===== src/rtl/cutter_pkg.sv =====
//##########################################################
// Packet cutter shared definitions
// Register map, register widths and sideband length field
//##########################################################

package cutter_pkg;

  // Register port geometry
  localparam int REG_WIDTH      = 32;
  localparam int REG_ADDR_WIDTH = 4;

  // Register word indices
  // CTRL bit 0 is the cut enable, the other bits read as zero
  localparam logic [REG_ADDR_WIDTH-1:0] ADDR_CTRL      = 4'd0;
  localparam logic [REG_ADDR_WIDTH-1:0] ADDR_CUT_WORDS = 4'd1;
  localparam logic [REG_ADDR_WIDTH-1:0] ADDR_CUT_BYTES = 4'd2;

  // Packet length in bytes, carried in the low bits of tuser
  // on the first beat of each packet
  localparam int LEN_WIDTH = 16;

endpackage

===== src/rtl/packet_cutter_top.sv =====
//##########################################################
// Packet cutter top level
// Register file, cut decision and output slice
//##########################################################

`timescale 1ns/1ps

module packet_cutter_top #(
  parameter int DATA_WIDTH  = 64,
  parameter int TUSER_WIDTH = 128
) (
  input  logic                                  axi_aclk,
  input  logic                                  reset,

  // Register port
  input  logic                                  reg_write,
  input  logic                                  reg_read,
  input  logic [cutter_pkg::REG_ADDR_WIDTH-1:0] reg_addr,
  input  logic [cutter_pkg::REG_WIDTH-1:0]      reg_wdata,
  output logic [cutter_pkg::REG_WIDTH-1:0]      reg_rdata,
  output logic                                  reg_rvalid,

  // Input stream
  input  logic [DATA_WIDTH-1:0]                 s_tdata,
  input  logic [DATA_WIDTH/8-1:0]               s_tstrb,
  input  logic [TUSER_WIDTH-1:0]                s_tuser,
  input  logic                                  s_tvalid,
  output logic                                  s_tready,
  input  logic                                  s_tlast,

  // Output stream
  output logic [DATA_WIDTH-1:0]                 m_tdata,
  output logic [DATA_WIDTH/8-1:0]               m_tstrb,
  output logic [TUSER_WIDTH-1:0]                m_tuser,
  output logic                                  m_tvalid,
  input  logic                                  m_tready,
  output logic                                  m_tlast
);
  import cutter_pkg::*;

  logic                    cut_en;
  logic [REG_WIDTH-1:0]    cut_words;
  logic [REG_WIDTH-1:0]    cut_bytes;

  logic                    beat_keep;
  logic                    beat_last;
  logic [DATA_WIDTH/8-1:0] beat_strb;
  logic [TUSER_WIDTH-1:0]  beat_tuser;

  cutter_regs i_regs (
    .axi_aclk   (axi_aclk),
    .reset      (reset),
    .reg_write  (reg_write),
    .reg_read   (reg_read),
    .reg_addr   (reg_addr),
    .reg_wdata  (reg_wdata),
    .reg_rdata  (reg_rdata),
    .reg_rvalid (reg_rvalid),
    .cut_en     (cut_en),
    .cut_words  (cut_words),
    .cut_bytes  (cut_bytes)
  );

  // Decision is combinational on the beat at the input
  cut_control #(
    .DATA_WIDTH  (DATA_WIDTH),
    .TUSER_WIDTH (TUSER_WIDTH)
  ) i_control (
    .axi_aclk   (axi_aclk),
    .reset      (reset),
    .s_tvalid   (s_tvalid),
    .s_tready   (s_tready),
    .s_tlast    (s_tlast),
    .s_tuser    (s_tuser),
    .s_tstrb    (s_tstrb),
    .cut_en     (cut_en),
    .cut_words  (cut_words),
    .cut_bytes  (cut_bytes),
    .beat_keep  (beat_keep),
    .beat_last  (beat_last),
    .beat_strb  (beat_strb),
    .beat_tuser (beat_tuser)
  );

  cut_output_stage #(
    .DATA_WIDTH  (DATA_WIDTH),
    .TUSER_WIDTH (TUSER_WIDTH)
  ) i_output (
    .axi_aclk   (axi_aclk),
    .reset      (reset),
    .s_tdata    (s_tdata),
    .s_tvalid   (s_tvalid),
    .s_tready   (s_tready),
    .beat_keep  (beat_keep),
    .beat_last  (beat_last),
    .beat_strb  (beat_strb),
    .beat_tuser (beat_tuser),
    .m_tdata    (m_tdata),
    .m_tstrb    (m_tstrb),
    .m_tuser    (m_tuser),
    .m_tvalid   (m_tvalid),
    .m_tready   (m_tready),
    .m_tlast    (m_tlast)
  );

endmodule


===== src/rtl/cut_output_stage.sv =====
//##########################################################
// Packet cutter output slice
// Single register stage, drops beats not marked as kept
//##########################################################

`timescale 1ns/1ps

module cut_output_stage #(
  parameter int DATA_WIDTH  = 64,
  parameter int TUSER_WIDTH = 128
) (
  input  logic                    axi_aclk,
  input  logic                    reset,

  // Input beat and its cut decision
  input  logic [DATA_WIDTH-1:0]   s_tdata,
  input  logic                    s_tvalid,
  output logic                    s_tready,
  input  logic                    beat_keep,
  input  logic                    beat_last,
  input  logic [DATA_WIDTH/8-1:0] beat_strb,
  input  logic [TUSER_WIDTH-1:0]  beat_tuser,

  // Output stream
  output logic [DATA_WIDTH-1:0]   m_tdata,
  output logic [DATA_WIDTH/8-1:0] m_tstrb,
  output logic [TUSER_WIDTH-1:0]  m_tuser,
  output logic                    m_tvalid,
  input  logic                    m_tready,
  output logic                    m_tlast
);

  logic load;

  // Room when empty or when the held beat leaves this cycle
  assign s_tready = !m_tvalid || m_tready;

  assign load = s_tvalid && s_tready && beat_keep;

  // Dropped beats are accepted and leave the slice empty
  always_ff @(posedge axi_aclk) begin
    if (reset) begin
      m_tvalid <= 1'b0;
    end else if (s_tready) begin
      m_tvalid <= s_tvalid && beat_keep;
    end
  end

  // Payload
  always_ff @(posedge axi_aclk) begin
    if (load) begin
      m_tdata <= s_tdata;
      m_tstrb <= beat_strb;
      m_tuser <= beat_tuser;
      m_tlast <= beat_last;
    end
  end

endmodule


===== src/rtl/cut_control.sv =====
//##########################################################
// Packet cut decision
// Counts beats and marks kept beats, new last and length
//##########################################################

`timescale 1ns/1ps

module cut_control #(
  parameter int DATA_WIDTH  = 64,
  parameter int TUSER_WIDTH = 128
) (
  input  logic                             axi_aclk,
  input  logic                             reset,
  input  logic                             s_tvalid,
  input  logic                             s_tready,
  input  logic                             s_tlast,
  input  logic [TUSER_WIDTH-1:0]           s_tuser,
  input  logic [DATA_WIDTH/8-1:0]          s_tstrb,
  input  logic                             cut_en,
  input  logic [cutter_pkg::REG_WIDTH-1:0] cut_words,
  input  logic [cutter_pkg::REG_WIDTH-1:0] cut_bytes,
  output logic                             beat_keep,
  output logic                             beat_last,
  output logic [DATA_WIDTH/8-1:0]          beat_strb,
  output logic [TUSER_WIDTH-1:0]           beat_tuser
);
  import cutter_pkg::*;

  localparam int BYTES       = DATA_WIDTH / 8;
  localparam int BCNT_WIDTH  = $clog2(BYTES + 1);
  localparam int LIMIT_WIDTH = REG_WIDTH + BCNT_WIDTH;

  logic                   accept;
  logic                   in_pkt;
  logic                   first_beat;
  logic [REG_WIDTH-1:0]   beat_cnt;

  // Decision and config captured on the first beat
  logic                   cut_hold;
  logic [REG_WIDTH-1:0]   words_hold;
  logic [BCNT_WIDTH-1:0]  bytes_hold;

  logic [BCNT_WIDTH-1:0]  eff_bytes;
  logic [LIMIT_WIDTH-1:0] limit;
  logic [LEN_WIDTH-1:0]   pkt_len;
  logic                   cut_first;
  logic                   cut_active;
  logic [REG_WIDTH-1:0]   words_now;
  logic [BCNT_WIDTH-1:0]  bytes_now;
  logic                   cut_last;
  logic [BYTES-1:0]       keep_mask;

  assign accept     = s_tvalid && s_tready;
  assign first_beat = !in_pkt;

  // Zero or oversized byte count means a full last beat
  assign eff_bytes = (cut_bytes == '0 || cut_bytes > REG_WIDTH'(BYTES)) ?
                     BCNT_WIDTH'(BYTES) : cut_bytes[BCNT_WIDTH-1:0];

  assign limit = (LIMIT_WIDTH'(cut_words) - LIMIT_WIDTH'(1)) * LIMIT_WIDTH'(BYTES)
               + LIMIT_WIDTH'(eff_bytes);

  assign pkt_len   = s_tuser[LEN_WIDTH-1:0];
  assign cut_first = cut_en && (cut_words != '0) && (LIMIT_WIDTH'(pkt_len) > limit);

  // Live config on the first beat, held values for the rest
  assign cut_active = first_beat ? cut_first : cut_hold;
  assign words_now  = first_beat ? cut_words : words_hold;
  assign bytes_now  = first_beat ? eff_bytes : bytes_hold;

  assign cut_last  = cut_active && (beat_cnt == words_now - REG_WIDTH'(1));
  assign beat_keep = !cut_active || (beat_cnt < words_now);
  assign beat_last = cut_last || s_tlast;

  // Low lanes only, shift by BYTES gives a full mask
  assign keep_mask = ~({BYTES{1'b1}} << bytes_now);
  assign beat_strb = cut_last ? keep_mask : s_tstrb;

  always_comb begin
    beat_tuser = s_tuser;
    // Limit fits the length field since it is below the old length
    if (first_beat && cut_first) begin
      beat_tuser[LEN_WIDTH-1:0] = limit[LEN_WIDTH-1:0];
    end
  end

  always_ff @(posedge axi_aclk) begin
    if (reset) begin
      in_pkt     <= 1'b0;
      beat_cnt   <= '0;
      cut_hold   <= 1'b0;
      words_hold <= '0;
      bytes_hold <= '0;
    end else if (accept) begin
      in_pkt   <= !s_tlast;
      beat_cnt <= s_tlast ? '0 : beat_cnt + REG_WIDTH'(1);
      if (first_beat) begin
        cut_hold   <= cut_first;
        words_hold <= cut_words;
        bytes_hold <= eff_bytes;
      end
    end
  end

endmodule


===== src/rtl/cutter_regs.sv =====
//##########################################################
// Packet cutter register file
// Strobe write/read port holding the cut configuration
//##########################################################

`timescale 1ns/1ps

module cutter_regs (
  input  logic                                  axi_aclk,
  input  logic                                  reset,
  input  logic                                  reg_write,
  input  logic                                  reg_read,
  input  logic [cutter_pkg::REG_ADDR_WIDTH-1:0] reg_addr,
  input  logic [cutter_pkg::REG_WIDTH-1:0]      reg_wdata,
  output logic [cutter_pkg::REG_WIDTH-1:0]      reg_rdata,
  output logic                                  reg_rvalid,
  output logic                                  cut_en,
  output logic [cutter_pkg::REG_WIDTH-1:0]      cut_words,
  output logic [cutter_pkg::REG_WIDTH-1:0]      cut_bytes
);
  import cutter_pkg::*;

  logic [REG_WIDTH-1:0] read_mux;

  // Write decode, unmapped addresses are ignored
  always_ff @(posedge axi_aclk) begin
    if (reset) begin
      cut_en    <= 1'b0;
      cut_words <= '0;
      cut_bytes <= '0;
    end else if (reg_write) begin
      case (reg_addr)
        ADDR_CTRL: begin
          cut_en <= reg_wdata[0];
        end
        ADDR_CUT_WORDS: begin
          cut_words <= reg_wdata;
        end
        ADDR_CUT_BYTES: begin
          cut_bytes <= reg_wdata;
        end
        default: begin
        end
      endcase
    end
  end

  // Read select
  always_comb begin
    case (reg_addr)
      ADDR_CTRL:      read_mux = {{(REG_WIDTH-1){1'b0}}, cut_en};
      ADDR_CUT_WORDS: read_mux = cut_words;
      ADDR_CUT_BYTES: read_mux = cut_bytes;
      default:        read_mux = '0;
    endcase
  end

  // Read data returns one cycle after the strobe
  always_ff @(posedge axi_aclk) begin
    if (reset) begin
      reg_rvalid <= 1'b0;
      reg_rdata  <= '0;
    end else begin
      reg_rvalid <= reg_read;
      if (reg_read) begin
        reg_rdata <= read_mux;
      end
    end
  end

endmodule


===== config.mk =====
export PLATFORM = sky130hd
export DESIGN_NAME = packet_cutter_top
export DESIGN_NICKNAME = d
export VERILOG_FILES = /design/src/rtl/cutter_pkg.sv /design/src/rtl/packet_cutter_top.sv /design/src/rtl/cut_output_stage.sv /design/src/rtl/cut_control.sv /design/src/rtl/cutter_regs.sv
export SDC_FILE = /design/constraint.sdc
export NUM_CORES = 1
export LEC_CHECK = 0
export ABC_CLOCK_PERIOD_IN_PS = 17800
export BUFFER_PORTS_ARGS = -buffer_cell sky130_fd_sc_hd__buf_2
export CORE_MARGIN = 2
export CORE_UTILIZATION = 35
export CTS_BUF_LIST = sky130_fd_sc_hd__clkbuf_8
export DETAILED_ROUTE_END_ITERATION = 6
export GPL_ROUTABILITY_DRIVEN = 0
export PLACE_DENSITY = 0.63
export SLEW_MARGIN = 20
export SYNTH_ARGS = -nofsm -noshare
export SYNTH_HDL_FRONTEND = slang
export SYNTH_SLANG_ARGS = --single-unit

===== constraint.sdc =====
create_clock -name axi_aclk -period 17.8 [get_ports axi_aclk]
set_input_delay 1.78 -clock axi_aclk [delete_from_list [all_inputs] [get_ports axi_aclk]]
set_output_delay 1.78 -clock axi_aclk [all_outputs]
set_load 0.05 [all_outputs]

# ---- After elaboration in Yosys (flattened, before gate mapping)
# Cells that the tools add are included.
dict set report word_totals {
  reg_bits 370
  wordCells 56
  in_bits 243
  output_inout_bits 236
}
dict set report op_classes {
  n_eq_ne 3
  muxes 8
  n_shift 1
  n_reduce_logical 21
  magnitude_cmp 3
  addsub 4
  bitwise 1
}
# cell count
set ops {}
lappend ops {{case mux 32 bit (3 select lines)} 1}
lappend ops {{two-way mux 32 bit} 2}
lappend ops {{adder 36 x 4 -> 36 bit} 1}
lappend ops {{greater-than comparator 16 x 36 -> 1 bit} 1}
lappend ops {{subtractor 32 x 1 -> 33 bit, second input constant} 1}
lappend ops {{adder 32 x 1 -> 32 bit, second input constant} 1}
lappend ops {{equality test 32 bit} 1}
lappend ops {{greater-than comparator 32 x 4 -> 1 bit, second input constant} 1}
lappend ops {{zero test 32 bit} 1}
lappend ops {{< comparator 32 bit} 1}
lappend ops {{nonzero test 32 bit} 1}
lappend ops {{subtractor 32 x 1 -> 32 bit, second input constant} 1}
lappend ops {{two-way mux 16 bit} 1}
lappend ops {{two-way mux 4 bit} 2}
lappend ops {{two-way mux 8 bit} 1}
lappend ops {{inverter 8 bit} 1}
lappend ops {{<< shifter 8 x 4 -> 8 bit, first input constant} 1}
lappend ops {{logical AND 1 bit} 7}
lappend ops {{AND reduction 2 bit} 3}
lappend ops {{equality test 4 x 1 -> 1 bit, second input constant} 1}
lappend ops {{equality test 4 x 2 -> 1 bit, second input constant} 1}
lappend ops {{zero test 1 bit} 4}
lappend ops {{zero test 4 bit} 1}
lappend ops {{logical OR 1 bit} 4}
lappend ops {{two-way mux 1 bit} 1}

# ---- Depth between registers and ports, before layout
# Gate-level depths: netlist of the first run.
dict set report logic_depth {
  word_depth 10
  depth_mapped 26
}

# ---- Hierarchy
# From an unflattened synthesis of the first run, not the netlist that was laid out.
dict set report hier_totals {
  hier_cells 1914
  hier_area_um2 19328.5
}
# mod cells_each instances area_each_um2
set by_module_without_submodules {}
lappend by_module_without_submodules {cut_control 1183 1 8748.4}
lappend by_module_without_submodules {cut_output_stage 206 1 6098.3}
lappend by_module_without_submodules {cutter_regs 525 1 4481.8}

# ---- Worst setup path after synthesis of the first run
# Ideal clock, no wire load.
dict set report synth_path {
  path_kind {register -> register}
  startpoint {reg i_regs.cut_words[1] in the netlist's numbering}
  endpoint {reg i_output.m_tdata[0] (enable)}
  stages_incl_launch_ff 25
  t_arrival_ps 8009
  setup_time_ps 1594
  required_ps 16206
  path_slack_ps 8197
  path_cell_list {dfxtp_1 > clkbuf_1 > inv_1 > ha_1 > buf_2 > nor3b_1 > mux2i_1 > a22oi_1 > nor3_1 > mux2_2 > nor3_1 > a31oi_1 > xor2_1 > ha_1 > nand4_1 > or2_2 > nor2_1 > a211oi_1 > a221oi_1 > nor4b_1 > and4_1 > nand4_4 > clkbuf_1 > nand3_1 > nand2_1}
}
dict set report synth_between {
  elab_chain_len 8
  word_cells_on_any_way 12
  cone_classes {add/sub: 2; order compare: 2; mux: 2; reduce/logical: 6}
}
# item line_no
set synth_lines {}
lappend synth_lines {{from (decl)} cutter_regs.sv:18} ;# output logic [cutter_pkg::REG_WIDTH-1:0] cut_words,
lappend synth_lines {{from (signal assigned)} cutter_regs.sv:37} ;# cut_words <= reg_wdata;
lappend synth_lines {{subtractor 32 x 1 -> 33 bit} cut_control.sv:60} ;# assign limit = (LIMIT_WIDTH'(cut_words) - LIMIT_WIDTH'(1)) * LIMIT_WIDTH'(BYTES)
lappend synth_lines {{adder 36 x 4 -> 36 bit} cut_control.sv:61} ;# + LIMIT_WIDTH'(eff_bytes);
lappend synth_lines {{greater-than comparator 16 x 36 -> 1 bit} cut_control.sv:64} ;# assign cut_first = cut_en && (cut_words != '0) && (LIMIT_WIDTH'(pkt_len) > limit);
lappend synth_lines {{logical AND 1 bit} cut_control.sv:64}
lappend synth_lines {{two-way mux 1 bit} cut_control.sv:67} ;# assign cut_active = first_beat ? cut_first : cut_hold;
lappend synth_lines {{zero test 1 bit} cut_control.sv:72} ;# assign beat_keep = !cut_active || (beat_cnt < words_now);
lappend synth_lines {{logical OR 1 bit *} cut_control.sv:72}
lappend synth_lines {{logical AND 1 bit *} cut_output_stage.sv:38} ;# assign load = s_tvalid && s_tready && beat_keep;
lappend synth_lines {{via i_output.load} cut_output_stage.sv:33} ;# logic load;
lappend synth_lines {{to (signal assigned)} cut_output_stage.sv:52} ;# m_tdata <= s_tdata;
lappend synth_lines {{to (decl)} cut_output_stage.sv:25} ;# output logic [DATA_WIDTH-1:0] m_tdata,
# The timed path passes the listed nets; every way through them passes the cells marked *.
# A chain may end at the register's enable or synchronous reset.

# ---- Worst setup path in the final report of the first run
dict set report layout_path {
  startpoint {reg i_regs.cut_bytes[10] in the netlist's numbering}
  endpoint {reg i_output.m_tdata[62] (enable)}
}
dict set report layout_between {
  elab_chain_len 10
  word_cells_on_any_way 11
  cone_classes {add/sub: 1; order compare: 2; mux: 2; reduce/logical: 6}
}
# item line_no
set layout_lines {}
lappend layout_lines {{from (decl)} cutter_regs.sv:19} ;# output logic [cutter_pkg::REG_WIDTH-1:0] cut_bytes
lappend layout_lines {{from (signal assigned)} cutter_regs.sv:40} ;# cut_bytes <= reg_wdata;
lappend layout_lines {{greater-than comparator 32 x 4 -> 1 bit / zero test 32 bit (equally long branches)} cut_control.sv:57} ;# assign eff_bytes = (cut_bytes == '0 || cut_bytes > REG_WIDTH'(BYTES)) ?
lappend layout_lines {{logical OR 1 bit *} cut_control.sv:57}
lappend layout_lines {{two-way mux 4 bit *} cut_control.sv:57}
lappend layout_lines {{adder 36 x 4 -> 36 bit *} cut_control.sv:61}
lappend layout_lines {{greater-than comparator 16 x 36 -> 1 bit *} cut_control.sv:64}
lappend layout_lines {{logical AND 1 bit *} cut_control.sv:64}
lappend layout_lines {{two-way mux 1 bit *} cut_control.sv:67}
lappend layout_lines {{zero test 1 bit *} cut_control.sv:72}
lappend layout_lines {{logical OR 1 bit *} cut_control.sv:72}
lappend layout_lines {{logical AND 1 bit *} cut_output_stage.sv:38}
lappend layout_lines {{via i_output.load} cut_output_stage.sv:33}
# Marks and branches as above.

==> impl_metrics.prom, run 1 <==
# TYPE chip_impl_metric gauge
chip_impl_info{name="status",value="complete, no violations"} 1
chip_impl_metric{name="clockBufferDepth",unit=""} 3
chip_impl_metric{name="min_period_over_period",unit=""} 0.414
chip_impl_metric{name="power_leakage",unit="nW"} 8.87
chip_impl_metric{name="cts.sinks",unit=""} 370
chip_impl_metric{name="cap_viol_max_count",unit=""} 0
chip_impl_metric{name="globalRouteTotalUtil",unit=""} 0.240
chip_impl_metric{name="ys.warnings.count",unit=""} 0
chip_impl_metric{name="postSynthCellCount",unit=""} 1719
chip_impl_metric{name="report.final.slew_viol_count",unit=""} 0
chip_impl_metric{name="drt-total-wl",unit="µm"} 64400
chip_impl_metric{name="die-height",unit="µm"} 228
chip_impl_metric{name="synth_xor_xnor_area_share",unit=""} 0.0540
chip_impl_metric{name="worstRegToRegCells",unit=""} 25
chip_impl_metric{name="hold_buffers",unit=""} 0
chip_impl_info{name="timing.rr.end",value="i_output.m_tdata[62]"} 1
chip_impl_metric{name="die_x",unit="µm"} 228
chip_impl_metric{name="antenna_found_initial",unit=""} 38
chip_impl_metric{name="place_hpwl",unit="µm"} 50800
chip_impl_info{name="worst_hold_path.endpoint",value="i_regs.cut_bytes[18]"} 1
chip_impl_metric{name="reg2reg_slack",unit="ns"} 10.44
chip_impl_metric{name="buf_inv_stages_crit_path",unit=""} 1
chip_impl_metric{name="drc",unit=""} 0
chip_impl_metric{name="setup_total_negative_slack",unit="ns"} 0
chip_impl_info{name="synthFlopType",value="sky130_fd_sc_hd__edfxtp_1"} 1
chip_impl_metric{name="fin_cells",unit=""} 2898
chip_impl_info{name="rsz0062_at_grt",value="false"} 1
chip_impl_metric{name="grt_max_degree",unit=""} 102
chip_impl_metric{name="post_synth_instance_area",unit="µm²"} 17500
chip_impl_metric{name="max-vdd-ir-drop",unit="µV"} 42.5
chip_impl_metric{name="synth_adder_area_share",unit=""} 0.0386
chip_impl_info{name="worstHoldStart",value="i_regs.cut_bytes[18]"} 1
chip_impl_metric{name="synth_cell_types",unit=""} 71
chip_impl_metric{name="worst-path-max-fanout",unit=""} 72
chip_impl_metric{name="postSynthRegisterBits",unit=""} 370
chip_impl_info{name="clk_root_buffer_cell",value="sky130_fd_sc_hd__clkbuf_8"} 1
chip_impl_metric{name="cts.repair_timing.setup_buffer_count",unit=""} 0
chip_impl_metric{name="floorplan.core_area",unit="µm²"} 49200
chip_impl_metric{name="fin_nets",unit=""} 2471
chip_impl_info{name="cts_tree",value="yes"} 1
chip_impl_metric{name="register_clock_pin_slew_on_the_reported_worst_setup_and_hold_paths",unit="ns"} 0.05
chip_impl_metric{name="critical_path_arrival",unit="ns"} 7.61
chip_impl_info{name="crit_start",value="i_regs.cut_bytes[10]"} 1
chip_impl_metric{name="setup-violations-final",unit=""} 0
chip_impl_metric{name="synth.net_count",unit=""} 2016
chip_impl_metric{name="routed-via-count",unit=""} 15500
chip_impl_metric{name="placed_cells_incl_taps",unit=""} 2770
chip_impl_metric{name="cts_inserted_buffers",unit=""} 66
chip_impl_info{name="final_cell_mix",value="477 x sky130_fd_sc_hd__buf_2, 201 x sky130_fd_sc_hd__edfxtp_1, 200 x sky130_fd_sc_hd__nand2_1"} 1
chip_impl_info{name="timing.hold.worst.class",value="reg2reg"} 1
chip_impl_metric{name="layout-drive-gt1-share",unit=""} 0.278
chip_impl_metric{name="fillCellCount",unit=""} 4765
chip_impl_metric{name="seq_area_frac_synth",unit=""} 0.538
chip_impl_metric{name="final-hold-violation-count",unit=""} 0
chip_impl_info{name="family_with_the_most_delay_on_the_worst_path",value="simple AND/OR/NAND/NOR gates"} 1
chip_impl_metric{name="syn_area_per_cell",unit="µm²"} 10.2
chip_impl_metric{name="cpPeakStageDelay",unit="ns"} 0.85
chip_impl_metric{name="hold_path_stages",unit=""} 2
chip_impl_metric{name="worstMarginPinSlew",unit="ns"} 1.05
chip_impl_metric{name="die_area",unit="µm²"} 51900
chip_impl_metric{name="synth_simple_gate_area_frac",unit=""} 0.180
chip_impl_metric{name="crit_required",unit="ns"} 18.04
chip_impl_info{name="layout_commonest_cell",value="sky130_fd_sc_hd__buf_2"} 1
chip_impl_metric{name="firstDrtPassIters",unit=""} 5
chip_impl_metric{name="h_tree_levels",unit=""} 3
chip_impl_info{name="rr_startpoint",value="i_regs.cut_bytes[10]"} 1
chip_impl_metric{name="period_needed",unit="ns"} 7.36
chip_impl_metric{name="clk_latency",unit="ns"} 0.64
chip_impl_metric{name="postSynth.asyncResetShare",unit=""} 0
chip_impl_metric{name="power_per_cell_area",unit="nW/µm²"} 106
chip_impl_metric{name="route.detailed.wl_per_inst",unit="µm"} 22.2
chip_impl_info{name="worst-setup-path-type",value="reg2reg"} 1
chip_impl_metric{name="share_of_synthesized_area_spent_on_multiplexers",unit=""} 0.0346
chip_impl_metric{name="fp-row-count",unit=""} 81
chip_impl_metric{name="initialDrtViolationCount",unit=""} 1303
chip_impl_metric{name="slew-limit-headroom",unit=""} 0.300
chip_impl_metric{name="cts-resized-gates",unit=""} 0
chip_impl_metric{name="worst_clock_skew",unit="ns"} 0.0208
chip_impl_metric{name="clock.fmax",unit="GHz"} 0.136
chip_impl_metric{name="drt.antenna.violating_nets",unit=""} 0
chip_impl_metric{name="initial_cell_density_of_the_core",unit=""} 0.356
chip_impl_info{name="main_combinational_cell_family_by_area_after_synthesis",value="simple AND/OR/NAND/NOR gates"} 1
chip_impl_info{name="crit_path_top_delay_cell",value="sky130_fd_sc_hd__buf_4"} 1
chip_impl_metric{name="first_pass_grt_wire_length",unit="µm"} 93600
chip_impl_metric{name="drt-vias-per-instance",unit=""} 5.34
chip_impl_metric{name="synth-edff-count",unit=""} 201
chip_impl_info{name="crit_path_start_kind",value="register"} 1
chip_impl_metric{name="synth_compound_gate_area_share",unit=""} 0.129
chip_impl_metric{name="via_count_of_the_first_global_routing_pass",unit=""} 14500
chip_impl_metric{name="total_global_routing_overflow",unit=""} 0
chip_impl_metric{name="buffer_ports.inserted",unit=""} 478
chip_impl_metric{name="io_pins",unit=""} 479
chip_impl_info{name="category_of_the_worst_setup_path_capture_point",value="register"} 1
chip_impl_metric{name="synthToLayoutAreaGrowth",unit="%"} 24.1
-- report_power, final --
part / total, W / switching (W) / internal (W) / leakage, nW
clock network: 0.000758 / 0.000354 / 0.000404 / 0.714
registers: 0.00101 / 0.0000279 / 0.000983 / 3.37
logic: 0.000545 / 0.000403 / 0.000142 / 4.79
-- synthesized netlist by cell type, drive strengths merged (11+ instances only) --
| master | instances | area share |
|---|---|---|
| nor2 | 191 | 0.041 |
| clkbuf | 87 | 0.019 |
| mux2 | 13 | 0.0084 |
| a22oi | 37 | 0.016 |
| nor3 | 32 | 0.0091 |
| a211oi | 42 | 0.018 |
| dfxtp | 169 | 0.19 |
| or3 | 16 | 0.0057 |
| nand2 | 203 | 0.043 |
| xnor2 | 54 | 0.027 |
| and2 | 13 | 0.0046 |
| or4 | 13 | 0.0058 |
| and3 | 18 | 0.0064 |
| nand2b | 12 | 0.0043 |
| ha | 54 | 0.039 |
| a21o | 14 | 0.0060 |
| nand4 | 30 | 0.012 |
| or2 | 12 | 0.0043 |
| o21ai | 56 | 0.016 |
| buf | 16 | 0.0038 |
| inv | 19 | 0.0041 |
| a31oi | 12 | 0.0043 |
| edfxtp | 201 | 0.34 |
| xor2 | 54 | 0.027 |
| mux2i | 46 | 0.026 |
| nor2b | 12 | 0.0043 |
| a21oi | 142 | 0.041 |
| nor4 | 30 | 0.013 |
| nand3 | 28 | 0.0080 |
| nor4b | 11 | 0.0055 |
-- sequential cells by signal, summed over array words and instances, names as in the netlist, 4 cells and up --
signal / flops
i_control.words_hold: 32
i_regs.reg_rdata: 32
i_regs.cut_bytes: 32
i_regs.cut_words: 32
i_output.m_tdata: 64
i_output.m_tuser: 128
i_output.m_tstrb: 8
i_control.beat_cnt: 32
i_control.bytes_hold: 4
-- layer usage --
metal  routed length [µm]  track usage  vias to the layer above
li1                     -            -                     7179
met2                31500        0.403                      741
met1                24000        0.276                     7372
met3                 5770       0.0728                      175
met4                 3000        0.124                       10
met5                   62            0                        -
-- layout make-up --
cell class / count / area, µm² / share of cell area
Inverter: 19 / 71.3 / 0.00328
Clock buffer: 73 / 1000 / 0.0462
Multi-Input combinational cell: 1227 / 7660 / 0.352
Clock inverter: 39 / 228 / 0.0105
Antenna cell: 16 / 40.0 / 0.00184
Tap cell: 664 / 831 / 0.0382
Sequential cell: 370 / 9420 / 0.433
Timing Repair Buffer: 490 / 2480 / 0.114
-- cell families after synthesis --
logic type,count (synthesis)
buffers and inverters,122
AO/OA/AOI/OAI,357
multiplexers,59
adder cells (fa/ha/maj),54
flip-flops,370
XOR/XNOR,108
AND/OR/NAND/NOR,649
-- worst min-delay path, stage by stage, from the launching register on --
cell                      delay [ns]
sky130_fd_sc_hd__dfxtp_1        0.32
sky130_fd_sc_hd__nand2_1        0.05
sky130_fd_sc_hd__a21oi_1        0.05
-- metrics by stage --
| stage | setup WS (ns) | instance area [µm²] | hold WS (ns) | power (W) | util |
|---|---|---|---|---|---|
| floorplan | 8.20 | 17500 | 0.446 | 0.00142 | - |
| global placement | 10.70 | 20500 | 0.458 | 0.00156 | 0.416 |
| detailed placement | 10.52 | 20500 | 0.465 | 0.00157 | 0.416 |
| CTS | 10.50 | 21700 | 0.473 | 0.00233 | 0.441 |
| global route | 9.94 | 21700 | 0.496 | 0.00241 | 0.442 |
| finish | 10.44 | 21700 | 0.472 | 0.00231 | 0.442 |
-- how the worst max path moves through the flow --
stage	cells after the start	end
6_report	25	i_output.m_tdata[62]
5_1_grt	23	i_output.m_tstrb[2]
4_1_cts	23	i_output.m_tuser[103]
3_5_place_dp	23	i_output.m_tuser[82]
3_3_place_gp	23	i_output.m_tuser[100]
2_1_floorplan	24	i_output.m_tdata[0]
Note: power is estimated with default switching activity, not from simulation.
==> run 2, diff against run 1 <==
--- a/config.mk
+++ b/config.mk
@@ -5,7 +5,7 @@
 export SDC_FILE = /design/constraint.sdc
 export NUM_CORES = 1
 export LEC_CHECK = 0
-export ABC_CLOCK_PERIOD_IN_PS = 17800
+export ABC_CLOCK_PERIOD_IN_PS = 7250
 export BUFFER_PORTS_ARGS = -buffer_cell sky130_fd_sc_hd__buf_2
 export CORE_MARGIN = 2
 export CORE_UTILIZATION = 35
==> constraint.sdc (replaced) <==
create_clock -name axi_aclk -period 7.25 [get_ports axi_aclk]
set_input_delay 0.725 -clock axi_aclk [delete_from_list [all_inputs] [get_ports axi_aclk]]
set_output_delay 0.725 -clock axi_aclk [all_outputs]
set_load 0.05 [all_outputs]
==> run 2 against run 1 <==
Clock skew up 0.018 ns. Flip-flop and latch count unchanged. Combinational power up 150%. Worst hold slack worse by 0.24 ns. Clock power up 130%. Cell area about the same. Fmax up 13%. Setup slack worse by 9.7 ns. Critical path type unchanged. Critical endpoint is now i_output.m_tuser[44]. Largest cell class unchanged.
==> impl_metrics.prom, run 2 (same netlist as run 1, synthesis figures left out) <==
# TYPE chip_impl_metric gauge
chip_impl_info{name="status",value="complete, no violations"} 1
chip_impl_metric{name="cts.sinks",unit=""} 370
chip_impl_metric{name="crit_required",unit="ns"} 7.52
chip_impl_info{name="timing.rr.end",value="i_output.m_tuser[44]"} 1
chip_impl_info{name="final_cell_mix",value="477 x sky130_fd_sc_hd__buf_2, 201 x sky130_fd_sc_hd__edfxtp_1, 200 x sky130_fd_sc_hd__nand2_1"} 1
chip_impl_info{name="crit_path_start_kind",value="register"} 1
chip_impl_metric{name="report.final.slew_viol_count",unit=""} 0
chip_impl_metric{name="h_tree_levels",unit=""} 2
chip_impl_metric{name="final-hold-violation-count",unit=""} 0
chip_impl_metric{name="cap_viol_max_count",unit=""} 0
chip_impl_metric{name="hold_buffers",unit=""} 0
chip_impl_info{name="cts_tree",value="yes"} 1
chip_impl_metric{name="die-height",unit="µm"} 228
chip_impl_metric{name="io_pins",unit=""} 479
chip_impl_metric{name="initialDrtViolationCount",unit=""} 1407
chip_impl_metric{name="layout.core_utilization",unit=""} 0.442
chip_impl_info{name="busiest_layer",value="met2"} 1
chip_impl_metric{name="reg2reg_slack",unit="ns"} 0.70
chip_impl_metric{name="antenna_found_initial",unit=""} 40
chip_impl_info{name="rsz0062_at_grt",value="false"} 1
chip_impl_info{name="worstHoldStart",value="s_tuser[43]"} 1
chip_impl_metric{name="cts.repair_timing.setup_buffer_count",unit=""} 0
chip_impl_info{name="category_of_the_worst_setup_path_capture_point",value="register"} 1
chip_impl_metric{name="die_x",unit="µm"} 228
chip_impl_metric{name="globalRouteTotalUtil",unit=""} 0.243
chip_impl_metric{name="power.total",unit="W"} 0.00560
chip_impl_metric{name="place_hpwl",unit="µm"} 51500
chip_impl_metric{name="period_needed",unit="ns"} 6.55
chip_impl_metric{name="grt_use_met3",unit=""} 0.0719
chip_impl_metric{name="drt-vias-per-instance",unit=""} 5.33
chip_impl_metric{name="layout-drive-gt1-share",unit=""} 0.277
chip_impl_info{name="regMostFlops",value="i_output.m_tuser"} 1
chip_impl_metric{name="total_global_routing_overflow",unit=""} 0
chip_impl_info{name="largest_registers",value="i_output.m_tuser (128), i_output.m_tdata (64)"} 1
chip_impl_metric{name="first_pass_grt_wire_length",unit="µm"} 95300
chip_impl_metric{name="clockBufferDepth",unit=""} 3
chip_impl_metric{name="netSwitchingFraction",unit=""} 0.343
chip_impl_metric{name="largest_reg_flops",unit=""} 128
chip_impl_metric{name="combPwrFrac",unit=""} 0.240
chip_impl_metric{name="routed-via-count",unit=""} 15500
chip_impl_info{name="worst_hold_path.endpoint",value="i_output.m_tuser[43]"} 1
chip_impl_info{name="worst-setup-path-type",value="reg2reg"} 1
chip_impl_metric{name="grt_use_met1",unit=""} 0.279
chip_impl_info{name="layout_commonest_cell",value="sky130_fd_sc_hd__buf_2"} 1
chip_impl_metric{name="cts_inserted_buffers",unit=""} 60
chip_impl_metric{name="clock.fmax",unit="GHz"} 0.153
chip_impl_metric{name="cts-resized-gates",unit=""} 0
chip_impl_metric{name="grt_max_degree",unit=""} 92
chip_impl_metric{name="drt.antenna.violating_nets",unit=""} 0
chip_impl_metric{name="place_area",unit="µm²"} 20500
chip_impl_info{name="clk_root_buffer_cell",value="sky130_fd_sc_hd__clkbuf_8"} 1
chip_impl_metric{name="floorplan.core_area",unit="µm²"} 49200
chip_impl_metric{name="initial_cell_density_of_the_core",unit=""} 0.356
chip_impl_metric{name="worstRegToRegCells",unit=""} 25
chip_impl_metric{name="die_area",unit="µm²"} 51900
chip_impl_metric{name="fin_nets",unit=""} 2467
chip_impl_metric{name="clk_latency",unit="ns"} 0.67
chip_impl_metric{name="min_period_over_period",unit=""} 0.903
chip_impl_info{name="rr_startpoint",value="i_regs.cut_bytes[10]"} 1
chip_impl_metric{name="p_clk_frac",unit=""} 0.315
chip_impl_metric{name="max-vdd-ir-drop",unit="µV"} 117
chip_impl_metric{name="power_leakage",unit="nW"} 8.84
chip_impl_metric{name="setup_total_negative_slack",unit="ns"} 0
chip_impl_metric{name="grt_use_met2",unit=""} 0.425
chip_impl_metric{name="route.detailed.wl_per_inst",unit="µm"} 22.5
chip_impl_metric{name="worst-path-max-fanout",unit=""} 91
chip_impl_metric{name="power_per_cell_area",unit="nW/µm²"} 258
chip_impl_metric{name="worst_clock_skew",unit="ns"} 0.0392
chip_impl_metric{name="final_cell_area",unit="µm²"} 21700
chip_impl_metric{name="firstDrtPassIters",unit=""} 5
chip_impl_metric{name="hold_path_stages",unit=""} 1
chip_impl_metric{name="worstMarginPinSlew",unit="ns"} 1.03
chip_impl_metric{name="switching_power",unit="W"} 0.00192
chip_impl_metric{name="synthToLayoutAreaGrowth",unit="%"} 24.0
chip_impl_metric{name="power.internal",unit="W"} 0.00368
chip_impl_metric{name="critical_path_arrival",unit="ns"} 6.82
chip_impl_info{name="timing.hold.worst.class",value="in2reg"} 1
chip_impl_metric{name="setup-violations-final",unit=""} 0
chip_impl_metric{name="via_count_of_the_first_global_routing_pass",unit=""} 14900
chip_impl_metric{name="share_seq_of_total_power",unit=""} 0.445
chip_impl_metric{name="drt-total-wl",unit="µm"} 65100
chip_impl_metric{name="register_clock_pin_slew_on_the_reported_worst_setup_and_hold_paths",unit="ns"} 0.06
chip_impl_metric{name="buffer_ports.inserted",unit=""} 478
chip_impl_metric{name="slew-limit-headroom",unit=""} 0.314
chip_impl_metric{name="drc",unit=""} 0
chip_impl_metric{name="fp-row-count",unit=""} 81
==> run 2: worst max path at each step <==
stage,start,to,slack (ns),depth (start not counted)
finish,i_regs.cut_bytes[10],i_output.m_tuser[44],0.70,25
global route,i_regs.cut_bytes[28],i_output.m_tstrb[6],0.26,23
detailed placement,i_regs.cut_bytes[10],i_output.m_tstrb[6],0.82,23
global placement,i_regs.cut_bytes[10],i_output.m_tstrb[1],1.04,23
CTS,i_regs.cut_bytes[10],i_output.m_tstrb[5],0.79,23
floorplan,i_regs.cut_words[1],i_output.m_tdata[0],0.69,25
==> run 2: area by class of cell <==
class / instances / area [µm²]
Fill cell: 4732 / 27400
Clock buffer: 74 / 1020
Tap cell: 664 / 831
Sequential cell: 370 / 9420
Multi-Input combinational cell: 1227 / 7670
Clock inverter: 32 / 139
Inverter: 19 / 71.3
Antenna cell: 19 / 47.5
Timing Repair Buffer: 492 / 2520
==> run 2: through the flow <==
stage	worst slack, ns	hold WS (ns)	instances
floorplan	0.694	0.446	1719
global placement	1.04	0.458	2772
CTS	0.795	0.193	2878
finish	0.705	0.232	2897
global route	0.260	0.199	2891
detailed placement	0.823	0.464	2772
==> run 2: routing by layer <==
| layer | share of wire | up-vias |
|---|---|---|
| met5 | 0.0012 | - |
| met4 | 0.035 | 12 |
| met3 | 0.094 | 146 |
| met2 | 0.51 | 739 |
| met1 | 0.36 | 7369 |
| li1 | - | 7188 |
==> run 2: power by group through the flow <==
| stage | clock network (W) | logic (W) | registers [W] |
|---|---|---|---|
| 4_1_cts | 0.00181 | 0.00133 | 0.00249 |
| 3_3_place_gp | 0 | 0.00132 | 0.00253 |
| 2_1_floorplan | 0 | 0.000477 | 0.00299 |
| 5_1_grt | 0.00189 | 0.00143 | 0.00250 |
| 6_report | 0.00176 | 0.00134 | 0.00249 |
| 3_5_place_dp | 0 | 0.00133 | 0.00253 |
==> run 2: critical path, cell delays in order, from the launching register on <==
cell and delay, ns:
sky130_fd_sc_hd__dfxtp_1 0.33, sky130_fd_sc_hd__nor4_1 0.41, sky130_fd_sc_hd__nand4_1 0.23, sky130_fd_sc_hd__nor3_1 0.43
sky130_fd_sc_hd__nand2b_1 0.19, sky130_fd_sc_hd__ha_1 0.25, sky130_fd_sc_hd__ha_1 0.23, sky130_fd_sc_hd__o21ai_1 0.27
sky130_fd_sc_hd__nor2_1 0.20, sky130_fd_sc_hd__xnor2_1 0.16, sky130_fd_sc_hd__nor3_1 0.17, sky130_fd_sc_hd__a31oi_1 0.08
sky130_fd_sc_hd__xor2_1 0.20, sky130_fd_sc_hd__ha_1 0.33, sky130_fd_sc_hd__nand4_1 0.13, sky130_fd_sc_hd__or2_2 0.30
sky130_fd_sc_hd__nor3_1 0.21, sky130_fd_sc_hd__nor3b_1 0.08, sky130_fd_sc_hd__nand3_1 0.11, sky130_fd_sc_hd__a221oi_1 0.05
sky130_fd_sc_hd__nor4b_1 0.18, sky130_fd_sc_hd__and4_1 0.24, sky130_fd_sc_hd__nand4_4 0.15, sky130_fd_sc_hd__nand3_1 0.20
sky130_fd_sc_hd__nand2_8 0.45, sky130_fd_sc_hd__buf_12 0.43
==> run 3, diff against run 2 <==
--- a/config.mk
+++ b/config.mk
@@ -7,12 +7,13 @@
 export LEC_CHECK = 0
 export ABC_CLOCK_PERIOD_IN_PS = 7250
 export BUFFER_PORTS_ARGS = -buffer_cell sky130_fd_sc_hd__buf_2
+export CAP_MARGIN = 30
 export CORE_MARGIN = 2
 export CORE_UTILIZATION = 35
 export CTS_BUF_LIST = sky130_fd_sc_hd__clkbuf_8
 export DETAILED_ROUTE_END_ITERATION = 6
 export GPL_ROUTABILITY_DRIVEN = 0
-export PLACE_DENSITY = 0.63
+export PLACE_DENSITY_LB_ADDON = 0.25
 export SLEW_MARGIN = 20
 export SYNTH_ARGS = -nofsm -noshare
 export SYNTH_HDL_FRONTEND = slang
==> run 3 against run 2 <==
Via count decreased by 1.2%. Cell count increased by 0.31%. Power decreased by 0.14%. Clock power about the same. Largest power group unchanged. Flip-flop and latch count unchanged. Die area unchanged. Clock skew about the same. Critical endpoint is now i_output.m_tdata[36]. Highest routed layer is now met4.
==> impl_metrics.prom, run 3 (same netlist as run 1, synthesis figures left out) <==
# TYPE chip_impl_metric gauge
chip_impl_info{name="status",value="complete, no violations"} 1
chip_impl_info{name="rsz0062_at_grt",value="false"} 1
chip_impl_metric{name="fp-row-count",unit=""} 81
chip_impl_info{name="layout_commonest_cell",value="sky130_fd_sc_hd__buf_2"} 1
chip_impl_metric{name="timing.hold.ws",unit="ns"} 0.213
chip_impl_info{name="worstHoldStart",value="s_tuser[73]"} 1
chip_impl_metric{name="place_hpwl",unit="µm"} 49700
chip_impl_metric{name="setup-violations-final",unit=""} 0
chip_impl_metric{name="first_pass_grt_wire_length",unit="µm"} 93200
chip_impl_metric{name="worst_clock_skew",unit="ns"} 0.0394
chip_impl_metric{name="clk_latency",unit="ns"} 0.68
chip_impl_metric{name="fin_nets",unit=""} 2475
chip_impl_metric{name="h_tree_levels",unit=""} 2
chip_impl_metric{name="grt_max_degree",unit=""} 100
chip_impl_metric{name="slew-limit-headroom",unit=""} 0.386
chip_impl_metric{name="buffer_ports.inserted",unit=""} 478
chip_impl_info{name="critPathMostFrequentCell",value="sky130_fd_sc_hd__ha_1"} 1
chip_impl_metric{name="die_x",unit="µm"} 228
chip_impl_info{name="cts_tree",value="yes"} 1
chip_impl_metric{name="globalRouteTotalUtil",unit=""} 0.234
chip_impl_metric{name="synthToLayoutAreaGrowth",unit="%"} 24.7
chip_impl_metric{name="cts.sinks",unit=""} 370
chip_impl_metric{name="initial_cell_density_of_the_core",unit=""} 0.356
chip_impl_metric{name="route.detailed.wl_per_inst",unit="µm"} 21.7
chip_impl_info{name="timing.rr.end",value="i_output.m_tdata[36]"} 1
chip_impl_metric{name="layout-drive-gt1-share",unit=""} 0.279
chip_impl_metric{name="period_needed",unit="ns"} 6.50
chip_impl_info{name="regMostFlops",value="i_output.m_tuser"} 1
chip_impl_metric{name="worst-path-max-fanout",unit=""} 74
chip_impl_metric{name="power.total",unit="W"} 0.00559
chip_impl_metric{name="max-vdd-ir-drop",unit="µV"} 96.7
chip_impl_metric{name="io_pins",unit=""} 479
chip_impl_metric{name="drc",unit=""} 0
chip_impl_metric{name="drt-total-wl",unit="µm"} 63100
chip_impl_metric{name="reg2reg_slack",unit="ns"} 0.75
chip_impl_metric{name="setup_total_negative_slack",unit="ns"} 0
chip_impl_metric{name="power_per_cell_area",unit="nW/µm²"} 256
chip_impl_info{name="path_cells",value="nor4_1 > nand4_1 > nor3_2 > nand2b_1 > ha_1 > ha_1 > o21ai_1 > nor2_1 > xnor2_1 > nor3_1 > a31oi_1 > xor2_1 > ha_1 > nand4_1 > or2_2 > nor2_1 > a211oi_1 > a221oi_1 > nor4b_1 > and4_1 > nand4_4 > nand3_2 > nand2_8 > buf_12"} 1
chip_impl_info{name="crit_path_top_delay_cell",value="sky130_fd_sc_hd__nor4_1"} 1
chip_impl_metric{name="hold_path_stages",unit=""} 1
chip_impl_metric{name="cap_viol_max_count",unit=""} 0
chip_impl_metric{name="via_count_of_the_first_global_routing_pass",unit=""} 14600
chip_impl_info{name="worst_hold_path.endpoint",value="i_output.m_tuser[73]"} 1
chip_impl_metric{name="report.final.slew_viol_count",unit=""} 0
chip_impl_metric{name="crit_required",unit="ns"} 7.61
chip_impl_metric{name="power_leakage",unit="nW"} 8.94
chip_impl_info{name="category_of_the_worst_setup_path_capture_point",value="register"} 1
chip_impl_metric{name="initialDrtViolationCount",unit=""} 1409
chip_impl_metric{name="final-hold-violation-count",unit=""} 0
chip_impl_metric{name="floorplan.core_area",unit="µm²"} 49200
chip_impl_metric{name="total_global_routing_overflow",unit=""} 0
chip_impl_metric{name="cts_inserted_buffers",unit=""} 60
chip_impl_metric{name="critical_path_arrival",unit="ns"} 6.86
chip_impl_metric{name="die_area",unit="µm²"} 51900
chip_impl_info{name="worst-setup-path-type",value="reg2reg"} 1
chip_impl_info{name="family_with_the_most_delay_on_the_worst_path",value="simple AND/OR/NAND/NOR gates"} 1
chip_impl_info{name="crit_path_start_kind",value="register"} 1
chip_impl_metric{name="drt-vias-per-instance",unit=""} 5.25
chip_impl_info{name="rr_startpoint",value="i_regs.cut_bytes[10]"} 1
chip_impl_info{name="final_cell_mix",value="477 x sky130_fd_sc_hd__buf_2, 201 x sky130_fd_sc_hd__nand2_1, 201 x sky130_fd_sc_hd__edfxtp_1"} 1
chip_impl_info{name="clk_root_buffer_cell",value="sky130_fd_sc_hd__clkbuf_8"} 1
chip_impl_metric{name="largest_reg_flops",unit=""} 128
chip_impl_info{name="largest_registers",value="i_output.m_tuser (128), i_output.m_tdata (64)"} 1
chip_impl_metric{name="clock.fmax",unit="GHz"} 0.154
chip_impl_metric{name="min_period_over_period",unit=""} 0.897
chip_impl_metric{name="die-height",unit="µm"} 228
chip_impl_metric{name="antenna_found_initial",unit=""} 21
chip_impl_metric{name="buf_inv_stages_crit_path",unit=""} 1
chip_impl_metric{name="cpPeakStageDelay",unit="ns"} 0.45
chip_impl_metric{name="routed-via-count",unit=""} 15300
chip_impl_metric{name="register_clock_pin_slew_on_the_reported_worst_setup_and_hold_paths",unit="ns"} 0.06
chip_impl_info{name="timing.hold.worst.class",value="in2reg"} 1
chip_impl_metric{name="place_area",unit="µm²"} 20600
chip_impl_metric{name="drt.antenna.violating_nets",unit=""} 0
chip_impl_metric{name="worstRegToRegCells",unit=""} 24
chip_impl_metric{name="clockBufferDepth",unit=""} 3
chip_impl_metric{name="worstMarginPinSlew",unit="ns"} 0.917
chip_impl_metric{name="firstDrtPassIters",unit=""} 6
chip_impl_metric{name="final_cell_area",unit="µm²"} 21800
==> run 3: cell count changes in the layout (fill, tap and decap cells not counted), moves of 3 or more <==
cell / previous run / this run
sky130_fd_sc_hd__clkbuf_8: 74 / 67
sky130_fd_sc_hd__diode_2: 19 / 12
sky130_fd_sc_hd__buf_4: 13 / 16
sky130_fd_sc_hd__inv_1: 38 / 42
sky130_fd_sc_hd__clkinv_2: 2 / 8
sky130_fd_sc_hd__clkinv_1: 9 / 12
==> run 3: layout make-up <==
class                           instances  area [µm²]
Inverter                               19        71.3
Tap cell                              664         831
Clock buffer                           67         922
Timing Repair Buffer                  500        2640
Fill cell                            4757       27300
Antenna cell                           12        30.0
Clock inverter                         47         249
Sequential cell                       370        9420
Multi-Input combinational cell       1227        7670
==> run 3: how the worst max path moves through the flow <==
| stage | depth (start not counted) | slack (ns) | end | from |
|---|---|---|---|---|
| 2_1_floorplan | 25 | 0.69 | i_output.m_tdata[0] | i_regs.cut_words[1] |
| 3_3_place_gp | 23 | 0.67 | i_output.m_tstrb[1] | i_regs.cut_bytes[10] |
| 3_5_place_dp | 24 | 0.48 | i_output.m_tstrb[2] | i_regs.cut_bytes[27] |
| 4_1_cts | 24 | 0.42 | i_output.m_tstrb[2] | i_regs.cut_bytes[27] |
| 5_1_grt | 23 | 0.11 | i_output.m_tstrb[6] | i_regs.cut_words[0] |
| 6_report | 24 | 0.75 | i_output.m_tdata[36] | i_regs.cut_bytes[10] |
==> run 3: per-layer routing <==
layer	wire (µm)	GRT usage	vias to the layer above
met1	24700	0.285	7315
li1	-	-	7202
met3	4850	0.0504	104
met4	2070	0.0787	0
met5	0	0	-
met2	31500	0.409	644
==> run 3: repair_timing <==
item / 4_1_cts / 5_1_grt
setup buffers: 0 / 2
resized for setup: 0 / 2
hold buffers: 0 / 0
setup endpoints to repair: 0 / 153
==> run 3: per-stage QoR <==
step	worst slack, ns	instances	utilization
final	0.750	2906	0.444
after global routing	0.108	2901	0.444
after CTS	0.423	2890	0.442
after detailed placement	0.476	2776	0.418
after global placement	0.665	2773	0.417
after floorplan	0.694	1719	-
==> run 3: report_power, final <==
| group | leakage (nW) | internal [W] | switching (W) |
|---|---|---|---|
| Combinational | 4.88 | 0.000360 | 0.000992 |
| Clock | 0.691 | 0.000892 | 0.000868 |
| Sequential | 3.37 | 0.00241 | 0.0000694 |
| Total | 8.94 | 0.00366 | 0.00193 |
